===== config.mk =====
export PLATFORM = sky130hd
export DESIGN_NAME = lcd_text_top
export DESIGN_NICKNAME = d
export VERILOG_FILES = /design/src/common/lcd_pkg.sv /design/src/common/serial_if.sv /design/src/serial/serial_master.sv /design/src/lcd/lcd_3wire.sv /design/src/source/text_buffer.sv /design/src/source/sevenseg_mux.sv /design/src/source/lcd_text_top.sv
export SDC_FILE = /design/constraint.sdc
export NUM_CORES = 1
export LEC_CHECK = 0
export BUFFER_PORTS_ARGS = -buffer_cell sky130_fd_sc_hd__buf_4
export CORE_UTILIZATION = 30
export CTS_BUF_LIST = sky130_fd_sc_hd__clkbuf_2
export DETAILED_ROUTE_END_ITERATION = 8
export GPL_TIMING_DRIVEN = 0
export PLACE_DENSITY = 0.55
export SYNTH_ARGS = -nofsm -noshare
export SYNTH_HDL_FRONTEND = slang
export SYNTH_SLANG_ARGS = --single-unit

===== constraint.sdc =====
create_clock -name clk50 -period 4.6 [get_ports clk50]
set_input_delay 0.23 -clock clk50 [delete_from_list [all_inputs] [get_ports clk50]]
set_output_delay 0.23 -clock clk50 [all_outputs]
set_load 0.02 [all_outputs]

===== src/common/lcd_pkg.sv =====
package lcd_pkg;

	// ------------------------------------------------------------------------
	// sequencer states
	// ------------------------------------------------------------------------
	typedef enum logic [2:0] {
		reset_hold,
		reset_wait,
		init_cmd,
		row_addr,
		row_char,
		busy_start,
		busy_read,
		idle
	} lcd_state_t;

	// start bytes of the 3-wire display bus
	typedef enum logic [7:0] {
		start_cmd_write  = 8'h1f,
		start_data_write = 8'h5f,
		start_busy_read  = 8'h3f
	} lcd_start_t;

	// ------------------------------------------------------------------------
	// bus and display geometry
	// ------------------------------------------------------------------------
	localparam int BUS_BITS = 8;

	localparam int LCD_ROWS = 4;
	localparam int LCD_COLS = 20;
	localparam int LCD_SIZE = LCD_ROWS * LCD_COLS;

	// ddram distance between rows
	localparam int ROW_STRIDE = 'h20;
	localparam logic [7:0] CMD_SET_ADDR = 8'h80;

	// busy flag position in the status byte
	localparam int BUSY_BIT = 7;

	// display reset pulse and settle time, in clocks
	localparam int RESET_CYCLES = 16;

	// init commands, extended set first, then clear and display on
	localparam int INIT_LEN = 12;
	localparam logic [7:0] lcd_init_seq [INIT_LEN] = '{
		8'h3a, 8'h09, 8'h06, 8'h1e,
		8'h39, 8'h1b, 8'h6e, 8'h57,
		8'h72, 8'h38, 8'h01, 8'h0c
	};

endpackage


===== src/common/serial_if.sv =====
`timescale 1ns/1ps

interface serial_if
	import lcd_pkg::*;
();

	// transfer request, held high for as many words as wanted
	logic enable;

	// word to send, low bit first
	logic [BUS_BITS-1:0] tx_data;

	// word received during the last eight bits
	logic [BUS_BITS-1:0] rx_data;

	// one-cycle pulse per finished word
	logic next;

	// master idle and able to start
	logic ready;

	modport master (
		input  enable,
		input  tx_data,
		output rx_data,
		output next,
		output ready
	);

	modport ctrl (
		output enable,
		output tx_data,
		input  rx_data,
		input  next,
		input  ready
	);

endinterface


===== src/serial/serial_master.sv =====
`timescale 1ns/1ps

module serial_master
	import lcd_pkg::*;
#(
	parameter int MAIN_CLK_HZ   = 50_000_000,
	parameter int SERIAL_CLK_HZ = 1_000_000
) (
	input  logic     clk50,
	input  logic     rst_n,
	serial_if.master bus,
	output logic     scl,
	output logic     sda_o,
	input  logic     sda_i
);

	// clocks per bit and per half bit
	localparam int BIT_CLKS  = MAIN_CLK_HZ / SERIAL_CLK_HZ;
	localparam int HALF_CLKS = (BIT_CLKS >= 2) ? BIT_CLKS / 2 : 1;
	localparam int CNT_W     = $clog2(BIT_CLKS + 1);
	localparam int BIT_W     = $clog2(BUS_BITS);

	typedef enum logic [1:0] {
		ser_idle,
		ser_shift,
		ser_stop
	} ser_state_t;

	ser_state_t          ser_state;
	logic [CNT_W-1:0]    clk_cnt;
	logic [BIT_W-1:0]    bit_cnt;
	logic [BUS_BITS-1:0] tx_shift;
	logic [BUS_BITS-1:0] rx_shift;
	logic [BUS_BITS-1:0] rx_word;
	logic                scl_r;
	logic                sda_r;
	logic                next_r;
	logic                ready_r;

	// ------------------------------------------------------------------------
	// bit timing and shifting
	// ------------------------------------------------------------------------
	always_ff @(posedge clk50) begin
		if (!rst_n) begin
			ser_state <= ser_idle;
			clk_cnt   <= '0;
			bit_cnt   <= '0;
			scl_r     <= 1'b1;
			sda_r     <= 1'b1;
			next_r    <= 1'b0;
			ready_r   <= 1'b1;
		end else begin
			next_r <= 1'b0;
			case (ser_state)
			ser_idle: begin
				// first falling edge puts out bit 0
				if (bus.enable) begin
					tx_shift  <= bus.tx_data >> 1;
					sda_r     <= bus.tx_data[0];
					scl_r     <= 1'b0;
					clk_cnt   <= '0;
					bit_cnt   <= '0;
					ready_r   <= 1'b0;
					ser_state <= ser_shift;
				end
			end
			ser_shift: begin
				if (clk_cnt == CNT_W'(HALF_CLKS - 1)) begin
					clk_cnt <= '0;
					if (!scl_r) begin
						// rising edge, sample input
						scl_r    <= 1'b1;
						rx_shift <= {sda_i, rx_shift[BUS_BITS-1:1]};
						if (bit_cnt == BIT_W'(BUS_BITS - 1)) begin
							next_r  <= 1'b1;
							rx_word <= {sda_i, rx_shift[BUS_BITS-1:1]};
						end
					end else if (bit_cnt != BIT_W'(BUS_BITS - 1)) begin
						// falling edge inside a word
						scl_r    <= 1'b0;
						sda_r    <= tx_shift[0];
						tx_shift <= tx_shift >> 1;
						bit_cnt  <= bit_cnt + 1'b1;
					end else if (bus.enable) begin
						// word boundary, continue with the next word
						scl_r    <= 1'b0;
						sda_r    <= bus.tx_data[0];
						tx_shift <= bus.tx_data >> 1;
						bit_cnt  <= '0;
					end else begin
						// enable gone, bus back to idle levels
						sda_r     <= 1'b1;
						ser_state <= ser_stop;
					end
				end else begin
					clk_cnt <= clk_cnt + 1'b1;
				end
			end
			default: begin
				// one bit time of idle before ready
				if (clk_cnt == CNT_W'(BIT_CLKS - 1)) begin
					clk_cnt   <= '0;
					ready_r   <= 1'b1;
					ser_state <= ser_idle;
				end else begin
					clk_cnt <= clk_cnt + 1'b1;
				end
			end
			endcase
		end
	end

	assign scl         = scl_r;
	assign sda_o       = sda_r;
	assign bus.next    = next_r;
	assign bus.ready   = ready_r;
	assign bus.rx_data = rx_word;

	// new transfers only start from an idle master
	a_enable_rise: assert property (@(posedge clk50) disable iff (!rst_n)
		$rose(bus.enable) |-> ready_r);

	a_next_pulse: assert property (@(posedge clk50) disable iff (!rst_n)
		next_r |=> !next_r);

endmodule


===== src/lcd/lcd_3wire.sv =====
`timescale 1ns/1ps

module lcd_3wire
	import lcd_pkg::*;
(
	input  logic       clk50,
	input  logic       rst_n,
	input  logic       update,
	serial_if.ctrl     bus,
	output logic [6:0] char_addr,
	input  logic [7:0] char_data,
	output logic [7:0] busy_flag,
	output logic       lcd_rst
);

	localparam int RST_W = $clog2(RESET_CYCLES + 1);
	localparam int IDX_W = $clog2(INIT_LEN);
	localparam int ROW_W = $clog2(LCD_ROWS);
	localparam int COL_W = $clog2(LCD_COLS);

	lcd_state_t       state;
	lcd_state_t       after_busy;
	lcd_start_t       start_kind;
	logic [RST_W-1:0] rst_cnt;
	logic [IDX_W-1:0] init_idx;
	logic [ROW_W-1:0] row;
	logic [COL_W-1:0] col;
	logic [1:0]       word_cnt;
	logic [7:0]       frame_byte;
	logic [7:0]       payload;
	logic [7:0]       tx_word;
	logic             enable;
	logic             lcd_rst_r;
	logic             init_done;
	logic             upd_pending;
	logic             sending;
	logic             frame_go;
	logic             word_end;
	logic             frame_done;

	// ------------------------------------------------------------------------
	// frame contents
	// ------------------------------------------------------------------------
	assign char_addr = 7'(row * LCD_COLS + col);

	always_comb begin
		case (state)
		init_cmd: payload = lcd_init_seq[init_idx];
		row_addr: payload = 8'(CMD_SET_ADDR + row * ROW_STRIDE);
		row_char: payload = char_data;
		default:  payload = 8'h00;
		endcase
	end

	// start byte, then low nibble, then high nibble
	always_comb begin
		start_kind = (state == row_char) ? start_data_write : start_cmd_write;
		case (state)
		busy_start: tx_word = start_busy_read;
		busy_read:  tx_word = 8'h00;
		default: begin
			case (word_cnt)
			2'd0:    tx_word = start_kind;
			2'd1:    tx_word = {4'h0, frame_byte[3:0]};
			default: tx_word = {4'h0, frame_byte[7:4]};
			endcase
		end
		endcase
	end

	assign sending    = state inside {init_cmd, row_addr, row_char, busy_start};
	assign frame_go   = sending && !enable && bus.ready;
	assign word_end   = enable && bus.next;
	assign frame_done = word_end && (word_cnt == 2'd2);

	// ------------------------------------------------------------------------
	// sequencer
	// ------------------------------------------------------------------------
	always_ff @(posedge clk50) begin
		if (!rst_n) begin
			state       <= reset_hold;
			after_busy  <= idle;
			rst_cnt     <= '0;
			init_idx    <= '0;
			row         <= '0;
			col         <= '0;
			word_cnt    <= '0;
			enable      <= 1'b0;
			busy_flag   <= '0;
			lcd_rst_r   <= 1'b0;
			init_done   <= 1'b0;
			upd_pending <= 1'b0;
		end else begin
			// early update, served once init is through
			if (update && !init_done)
				upd_pending <= 1'b1;

			// common frame start and word stepping
			if (frame_go) begin
				enable     <= 1'b1;
				word_cnt   <= '0;
				frame_byte <= payload;
			end else if (word_end) begin
				word_cnt <= word_cnt + 1'b1;
			end

			case (state)
			reset_hold: begin
				rst_cnt <= rst_cnt + 1'b1;
				if (rst_cnt == RST_W'(RESET_CYCLES - 1)) begin
					rst_cnt   <= '0;
					lcd_rst_r <= 1'b1;
					state     <= reset_wait;
				end
			end
			reset_wait: begin
				rst_cnt <= rst_cnt + 1'b1;
				if (rst_cnt == RST_W'(RESET_CYCLES - 1)) begin
					rst_cnt  <= '0;
					init_idx <= '0;
					state    <= init_cmd;
				end
			end
			init_cmd: begin
				if (frame_done) begin
					enable <= 1'b0;
					state  <= busy_start;
					if (init_idx == IDX_W'(INIT_LEN - 1)) begin
						after_busy <= idle;
					end else begin
						after_busy <= init_cmd;
						init_idx   <= init_idx + 1'b1;
					end
				end
			end
			row_addr: begin
				if (frame_done) begin
					enable     <= 1'b0;
					col        <= '0;
					after_busy <= row_char;
					state      <= busy_start;
				end
			end
			row_char: begin
				// data writes go out back to back
				if (frame_done) begin
					enable <= 1'b0;
					if (col == COL_W'(LCD_COLS - 1)) begin
						col <= '0;
						if (row == ROW_W'(LCD_ROWS - 1)) begin
							row   <= '0;
							state <= idle;
						end else begin
							row   <= row + 1'b1;
							state <= row_addr;
						end
					end else begin
						col <= col + 1'b1;
					end
				end
			end
			busy_start: begin
				if (word_end)
					state <= busy_read;
			end
			busy_read: begin
				if (word_end) begin
					enable    <= 1'b0;
					busy_flag <= bus.rx_data;
					if (bus.rx_data[BUSY_BIT]) begin
						state <= busy_start;
					end else begin
						state <= after_busy;
						if (after_busy == idle)
							init_done <= 1'b1;
					end
				end
			end
			default: begin
				// idle, wait for an update
				if (update || upd_pending) begin
					upd_pending <= 1'b0;
					row         <= '0;
					col         <= '0;
					state       <= row_addr;
				end
			end
			endcase
		end
	end

	assign bus.enable  = enable;
	assign bus.tx_data = tx_word;
	assign lcd_rst     = lcd_rst_r;

	a_addr_range: assert property (@(posedge clk50) disable iff (!rst_n)
		char_addr < 7'(LCD_SIZE));

	// display reset only while holding
	a_rst_hold: assert property (@(posedge clk50) disable iff (!rst_n)
		!lcd_rst |-> state == reset_hold);

endmodule


===== src/source/text_buffer.sv =====
`timescale 1ns/1ps

module text_buffer
	import lcd_pkg::*;
(
	input  logic       clk50,
	input  logic       rst_n,
	input  logic       wr_en,
	input  logic [6:0] wr_addr,
	input  logic [7:0] wr_char,
	input  logic [6:0] rd_addr,
	output logic [7:0] rd_char
);

	logic [7:0] mem [LCD_SIZE];

	// ------------------------------------------------------------------------
	// character store
	// ------------------------------------------------------------------------
	always_ff @(posedge clk50) begin
		if (!rst_n) begin
			// repeating alphabet from 'A'
			for (int i = 0; i < LCD_SIZE; i++)
				mem[i] <= 8'(8'h41 + i % 26);
		end else if (wr_en && (wr_addr < 7'(LCD_SIZE))) begin
			mem[wr_addr] <= wr_char;
		end
	end

	// combinational read, blank outside the display
	assign rd_char = (rd_addr < 7'(LCD_SIZE)) ? mem[rd_addr] : 8'h20;

	// preload and writes never overlap
	a_no_write_in_reset: assert property (@(posedge clk50)
		!rst_n |-> !wr_en);

endmodule


===== src/source/sevenseg_mux.sv =====
`timescale 1ns/1ps

module sevenseg_mux #(
	parameter int MAIN_CLK_HZ = 50_000_000,
	parameter int SEVENSEG_HZ = 100
) (
	input  logic       clk50,
	input  logic       rst_n,
	input  logic [7:0] value,
	output logic [6:0] seg,
	output logic       seg_sel
);

	localparam int TICK_CLKS = (MAIN_CLK_HZ / SEVENSEG_HZ > 0) ? MAIN_CLK_HZ / SEVENSEG_HZ : 1;
	localparam int TICK_W    = $clog2(TICK_CLKS + 1);

	logic [TICK_W-1:0] tick_cnt;
	logic [3:0]        nibble;
	logic [6:0]        font;

	// refresh tick, one digit change per tick
	always_ff @(posedge clk50) begin
		if (!rst_n) begin
			tick_cnt <= '0;
			seg_sel  <= 1'b0;
		end else if (tick_cnt == TICK_W'(TICK_CLKS - 1)) begin
			tick_cnt <= '0;
			seg_sel  <= ~seg_sel;
		end else begin
			tick_cnt <= tick_cnt + 1'b1;
		end
	end

	assign nibble = seg_sel ? value[7:4] : value[3:0];

	// hex font, segment a in bit 0
	always_comb begin
		case (nibble)
		4'h0: font = 7'h3f;
		4'h1: font = 7'h06;
		4'h2: font = 7'h5b;
		4'h3: font = 7'h4f;
		4'h4: font = 7'h66;
		4'h5: font = 7'h6d;
		4'h6: font = 7'h7d;
		4'h7: font = 7'h07;
		4'h8: font = 7'h7f;
		4'h9: font = 7'h6f;
		4'ha: font = 7'h77;
		4'hb: font = 7'h7c;
		4'hc: font = 7'h39;
		4'hd: font = 7'h5e;
		4'he: font = 7'h79;
		default: font = 7'h71;
		endcase
	end

	// segments light on a low level
	assign seg = ~font;

endmodule


===== src/source/lcd_text_top.sv =====
`timescale 1ns/1ps

module lcd_text_top
	import lcd_pkg::*;
#(
	parameter int MAIN_CLK_HZ   = 50_000_000,
	parameter int SERIAL_CLK_HZ = 1_000_000,
	parameter int SEVENSEG_HZ   = 100
) (
	input  logic                clk50,
	input  logic                rst_n,
	input  logic                update,
	input  logic                wr_en,
	input  logic [6:0]          wr_addr,
	input  logic [BUS_BITS-1:0] wr_char,
	output logic                lcd_scl,
	output logic                lcd_sda_o,
	input  logic                lcd_sda_i,
	output logic                lcd_rst,
	output logic [6:0]          seg,
	output logic                seg_sel
);

	// sequencer to serial master
	serial_if sbus ();

	logic [6:0] char_addr;
	logic [7:0] char_data;
	logic [7:0] busy_flag;

	// ------------------------------------------------------------------------
	// display bus
	// ------------------------------------------------------------------------
	serial_master #(
		.MAIN_CLK_HZ(MAIN_CLK_HZ),
		.SERIAL_CLK_HZ(SERIAL_CLK_HZ)
	) u_serial (
		.clk50(clk50), .rst_n(rst_n), .bus(sbus.master),
		.scl(lcd_scl), .sda_o(lcd_sda_o), .sda_i(lcd_sda_i)
	);

	lcd_3wire u_lcd (
		.clk50(clk50), .rst_n(rst_n), .update(update), .bus(sbus.ctrl),
		.char_addr(char_addr), .char_data(char_data),
		.busy_flag(busy_flag), .lcd_rst(lcd_rst)
	);

	// ------------------------------------------------------------------------
	// text and status display
	// ------------------------------------------------------------------------
	text_buffer u_buf (
		.clk50(clk50), .rst_n(rst_n), .wr_en(wr_en), .wr_addr(wr_addr),
		.wr_char(wr_char), .rd_addr(char_addr), .rd_char(char_data)
	);

	// last busy byte as two hex digits
	sevenseg_mux #(
		.MAIN_CLK_HZ(MAIN_CLK_HZ),
		.SEVENSEG_HZ(SEVENSEG_HZ)
	) u_seg (
		.clk50(clk50), .rst_n(rst_n), .value(busy_flag),
		.seg(seg), .seg_sel(seg_sel)
	);

endmodule


Word level (Yosys, flattened, before mapping)
Memory sizes are Yosys's and may differ from the RTL's.
Cells that the tools add are included.
{"block": "totals", "regBits": 103, "ramBits": 640, "rom_bits": 240, "in_bits": 20, "output_inout_bits": 11, "elab_cells": 222, "memories": 3}
{"block": "classes", "add_sub_neg": 10, "n_mul": 1, "n_lt_le_gt_ge": 3, "n_eq_ne": 34, "n_mux": 88, "bitwise": 10, "reduce_logical": 48}
{"name": "u_buf.mem", "depth": 80, "word_bits": 8, "rd": 1, "rd_ports_with_merged_regs": 0, "write_ports": 80, "line_no": "text_buffer.sv:15", "text": "logic [7:0] mem [LCD_SIZE];"}
{"name": "(no name shown)", "depth": 16, "word_bits": 8, "rd": 1, "rd_ports_with_merged_regs": 0, "write_ports": 0, "line_no": "lcd_3wire.sv:48", "text": "init_cmd: payload = lcd_init_seq[init_idx];"}
{"name": "(no name shown)", "depth": 16, "word_bits": 7, "rd": 1, "rd_ports_with_merged_regs": 0, "write_ports": 0, "line_no": "sevenseg_mux.sv:38", "text": "case (nibble)"}
{"operator": "2-to-1 mux 8 bit", "count": 8}
{"operator": "2-to-1 mux 3 bit", "count": 17}
{"operator": "one-hot mux 8 bit (2 select lines)", "count": 3}
{"operator": "AND reduction 4 bit", "count": 7}
{"operator": "2-to-1 mux 5 bit", "count": 5}
{"operator": "one-hot mux 8 bit (3 select lines)", "count": 1}
{"operator": "2-to-1 mux 1 bit", "count": 23}
{"operator": "inequality test 2 x 1 -> 1 bit, second input constant", "count": 11}
{"operator": "2-to-1 mux 2 bit", "count": 10}
{"operator": "adder 19 x 1 -> 19 bit, second input constant", "count": 1}
{"operator": "== test 19 bit, second input constant", "count": 1}
{"operator": "2-to-1 mux 6 bit", "count": 3}
{"operator": "one-hot mux 3 bit (6 select lines)", "count": 1}
{"operator": "2-to-1 mux 4 bit", "count": 4}
{"operator": "== test 3 bit, second input constant", "count": 5}
{"operator": "one-hot mux 5 bit (3 select lines)", "count": 1}
{"operator": "< comparator 7 bit, second input constant", "count": 2}
{"operator": "2-to-1 mux 7 bit", "count": 2}
{"operator": "one-hot mux 3 bit (2 select lines)", "count": 2}
{"operator": "one-hot mux 6 bit (2 select lines)", "count": 1}
{"operator": "AND reduction 3 bit", "count": 4}
{"operator": "adder 5 x 1 -> 5 bit, second input constant", "count": 2}
{"operator": "nonzero test 2 bit", "count": 5}
{"operator": "adder 8 x 7 -> 8 bit, first input constant", "count": 1}
{"operator": "43 further kinds", "count": 74}

Depth between registers and ports, before layout
{"block": "logic_depth", "depth_word": 9, "depth_mapped": 11, "depth_no_buf": 8}

By module
Synthesis repeated with hierarchy kept, for this count alone.
{"block": "hier_totals", "cells_unflattened": 2728, "area_unflattened_um2": 35994.5}
{"module": "text_buffer", "instances": 1, "cells_per_inst": 2113, "area_each_um2": 30172.7, "seq_area_each_um2": 19218.4}
{"module": "lcd_3wire", "instances": 1, "cells_per_inst": 333, "area_each_um2": 2862.7, "seq_area_each_um2": 960.9}
{"module": "serial_master", "instances": 1, "cells_per_inst": 142, "area_each_um2": 1711.6, "seq_area_each_um2": 991.0}
{"module": "sevenseg_mux", "instances": 1, "cells_per_inst": 140, "area_each_um2": 1247.4, "seq_area_each_um2": 400.4}

Worst setup path before layout
Ideal clock, no wire load.
{"block": "synth_timing", "path_type": "register to register", "from": "register u_lcd.col[2]", "to": "register u_lcd.frame_byte[5], data pin", "setup_time_ns": 0.269, "t_arrival_ns": 2.606, "t_required_ns": 4.331, "path_slack_ns": 1.725, "stages_incl_launch_ff": 9, "n_path_buf": 1, "period_less_slack_ns": 2.875, "cell_sequence": "dfxtp_1 ha_1 fa_1 xor2_1 buf_4 mux4_2 mux4_2 o221ai_1 a32oi_1"}
{"block": "synth_via", "elab_chain_len": 4, "word_cells_on_any_way": 5, "cone_classes": "add/sub: 1; order compare: 1; mux: 2; memory: 1"}
{"item": "start: declaration", "line_no": "lcd_3wire.sv:27", "text": "logic [COL_W-1:0] col;"}
{"item": "start signal: assignment", "line_no": "lcd_3wire.sv:158", "text": "col <= col + 1'b1;"}
{"item": "adder 7 x 5 -> 7 bit (*)", "line_no": "lcd_3wire.sv:44", "text": "assign char_addr = 7'(row * LCD_COLS + col);"}
{"item": "memory read (80 x 8 bit) / < comparator 7 bit (equally long branches)"}
{"item": "2-to-1 mux 8 bit (*)", "line_no": "text_buffer.sv:31", "text": "assign rd_char = (rd_addr < 7'(LCD_SIZE)) ? mem[rd_addr] : 8'h20;"}
{"item": "one-hot mux 8 bit (3 select lines) (*)", "line_no": "lcd_3wire.sv:47", "text": "case (state)"}
{"item": "via u_lcd.payload[5]", "line_no": "lcd_3wire.sv:30", "text": "logic [7:0] payload;"}
{"item": "end signal: assignment", "line_no": "lcd_3wire.sv:102", "text": "frame_byte <= payload;"}
{"item": "end: declaration", "line_no": "lcd_3wire.sv:29", "text": "logic [7:0] frame_byte;"}
Mark *: on every way through the listed nets, which the timed path passes. The rest lies on a longest branch.
A chain may end at the register's enable or synchronous reset.

Worst setup path after layout
{"block": "layout_timing", "from": "register u_lcd.col[2]", "to": "register u_lcd.frame_byte[6], data pin"}
Same word-level chain as after synthesis.

==> impl_metrics.ini <==
[yosys]
async_flop_share = 0
synth_compound_area_frac = 0.0414
synth_top_area_cell = edfxtp_1
synthTopCellsByArea = edfxtp_1, mux4_2, and2_1
syn_area_mm2 = 0.0353
synth_top_family_by_area = simple AND/OR/NAND/NOR gates
ys_seq_area_frac = 0.611
yosys.area_share.simple = 0.170
ys_seq_elements = 742
avgSynthCellArea_um2 = 13.6
synth_nets = 2647
synthAdderAreaFrac = 0.0105
synth_mux_area_frac = 0.124
synth_top_area_share = 0.571
ys.flop_type = edfxtp_1
ys_warn_count = 0
synth_edf_count = 671
synthTopCellsByCount = edfxtp_1, and2_1, or3_1
netlist_instances = 2598
synth.most_common_cell = edfxtp_1
synth_xor_area_frac = 0.00869
ys_types = 70

[job]
cap_violations = 2

[pwr]
p_per_area_mw_per_mm2 = 336
ir_worst_vdd_mv = 0.206
p_seq_frac = 0.579
p_sw_mw = 3.62
p_leak_nw = 13.2
totalPowerFinal_mw = 13.3
combPwrFrac = 0.059
sw_frac_of_total = 0.271
intPower_mw = 9.72
clkPwrFrac = 0.362

[drt]
wire_per_inst_um = 31.3
firstDrtPassIters = 6
drt_iter0_markers = 3989
drc = 0
dr_wl_met3_mm = 19.3
ant_nets = 0
wl_met1_mm = 54.2
routed_wl_mm = 142
vias = 25900
met2WireLength_mm = 60.4
via_per_inst = 5.70
top_layer_used = met5

[worst_setup_path]
endpoint = u_lcd.frame_byte[6]
startpoint = u_lcd.col[2]
r2r_end = u_lcd.frame_byte[6]
crit_fanout = 10
rrSetupSlack_ns = -0.12
crit_type = reg -> reg
worstSetupEndpointType = flop
arrival_ns = 5.74
worst-endpoint-required_ns = 5.62
r2r_start = u_lcd.col[2]
reg2reg_depth = 8
cp-start-kind = flop

[sta]
drv_slew = 9
holdWs_ns = 0.125
final-setup-viol-count = 3
period_share = 1.03
worst_pin_slew_ns = 1.51
rsz0062_at_grt = no
clock-skew-final_ns = 0.163
max_freq_mhz = 212
fin_tns_setup_ns = -0.353
finalHoldViolCount = 0
setup_slack_ns = -0.125
maxSlewHeadroom = -0.0166
fin_crit_ns = 4.72

[cts]
cts_root_buf = clkbuf_2
cts_tree = yes
post_cts_buffers = 0
clk_pin_slew_ns = 0.09
clkLatencyLatePin_ns = 1.55
clock_sinks = 742
cts_max_level = 4
cts_inserted_buffers = 189
cts_buffer_depth = 3

[floorplanning]
rows = 125
initial_utilization = 0.303
core_area_mm2 = 0.116
dieHeight_um = 345
die_w_um = 345
die_area_mm2 = 0.119
io_pins = 31

[layout]
fin_util = 0.341
drive_gt1_frac = 0.191
nNetsFinal = 2911
area_growth_pct = 12.4
layoutNonFillerInstCount = 4541
final_cell_area_mm2 = 0.0396
fillers = 11700

[global_route]
grtUsageTotal = 0.237
grt_pass1_wl_mm = 194
grt_max_degree = 17
grt_overflow = 0
antenna_found_initial = 24
grt_pass1_vias = 25000

[placed_design]
placedCellCount = 4159
place_hpwl_mm = 97.6
place_area_mm2 = 0.0375
pre_cts_ws_ns = -0.123
place.port_buffers = 17
globalplace.congestion = 0.994

[status]
violations = max-capacitance violations, max-slew violations, negative setup slack
outcome = finished with violations

[hold_path]
hold_class = in -> reg
[placed cells by master, fill, tap and decap left out, types with 15 or more instances in the layout]
master	count
and2_1	269
buf_2	21
a21oi_1	26
nand3_1	44
and3_1	133
nor3_1	20
inv_1	18
nand4_1	15
clkbuf_1	208
a22oi_1	15
nor2_1	125
mux2i_1	27
edfxtp_1	671
mux4_2	169
dfxtp_1	71
dlygate4sd3_1	33
nand2_1	119
nor2b_1	28
or3_1	264
buf_4	48
clkinv_1	27
xor2_1	22
o21ai_0	79
ha_1	28
clkbuf_2	290
o21ai_1	54
[timing repair]
item,CTS,global route
pin swaps,0,0
endpoints found under the hold margin,756,0
hold buffers,33,0
resized for setup,3,2
setup endpoints to repair,3,1
[power groups by stage]
| stage | combinational, mW | sequential (mW) | clock, mW |
|---|---|---|---|
| global route | 0.785 | 7.74 | 5.15 |
| finish | 0.787 | 7.72 | 4.83 |
| global placement | 0.687 | 7.87 | 0 |
| floorplan | 0.347 | 7.81 | 0 |
| CTS | 0.749 | 7.71 | 4.84 |
| detailed placement | 0.702 | 7.87 | 0 |
[layer usage]
layer  track usage  vias up
met3        0.0775      423
met1         0.312    13100
met4         0.128       11
met5       0.00521        -
li1              -    10500
met2         0.345     1943
[worst max-delay path, cell delays in order, from the launching register on]
cell	delay, ns
dfxtp_1	0.38
ha_1	0.25
fa_1	0.68
clkbuf_1	0.63
clkbuf_1	1.05
mux2i_1	0.70
a311oi_1	0.18
nand3_1	0.13
o311ai_0	0.33
[worst min path at each step]
| stage | cells after the start | slack, ns | end | startpoint |
|---|---|---|---|---|
| 5_1_grt | 3 | 0.11 | u_serial.rx_shift[7] | lcd_sda_i |
| 4_1_cts | 7 | 0.002 | u_lcd.row[0] | update |
| 3_5_place_dp | 0 | 0.41 | u_serial.bus.rx_data[0] | u_serial.rx_shift[1] |
| 3_3_place_gp | 0 | 0.40 | u_serial.bus.rx_data[0] | u_serial.rx_shift[1] |
| 2_1_floorplan | 0 | 0.33 | u_serial.bus.rx_data[7] | lcd_sda_i |
| 6_report | 3 | 0.12 | u_serial.rx_shift[7] | lcd_sda_i |
[state kept, by name, summed over array words and instances (netlist names), 2 cells and up]
| signal | flops |
|---|---|
| u_buf.mem | 640 |
| u_serial.clk_cnt | 6 |
| u_serial.tx_shift | 8 |
| u_serial.rx_shift | 7 |
| u_lcd.frame_byte | 8 |
| u_lcd.busy_flag | 8 |
| u_lcd.state | 3 |
| u_seg.tick_cnt | 19 |
| u_serial.bus.rx_data | 8 |
| u_serial.bit_cnt | 3 |
| u_lcd.word_cnt | 2 |
| u_serial.ser_state | 2 |
| u_lcd.after_busy | 3 |
| u_lcd.rst_cnt | 5 |
| u_lcd.col | 5 |
| u_lcd.row | 2 |
| u_lcd.init_idx | 4 |
[cell families (layout without fill, tap and decap cells)]
logic type      Yosys count  count (layout)
compound gates          244             244
fa+ha+maj                29              29
mux                     213             213
flops                   742             742
other cells               0              11
simple gates           1063            1063
xor+xnor                 35              35
buf+inv                 272             680
[layout make-up]
| type | count | area (um2) | area share |
|---|---|---|---|
| tap | 1524 | 1910 | 0.0481 |
| inverter | 18 | 67.6 | 0.00170 |
| buffer | 254 | 1120 | 0.0283 |
| clock buffer | 289 | 1450 | 0.0365 |
| sequential | 742 | 21600 | 0.544 |
| timing repair buffer | 73 | 626 | 0.0158 |
| multi-input combinational | 1584 | 12600 | 0.317 |
| clock inverter | 46 | 319 | 0.00805 |
| antenna | 11 | 27.5 | 0.000694 |
No activity file was read; power rests on OpenSTA's default activity.
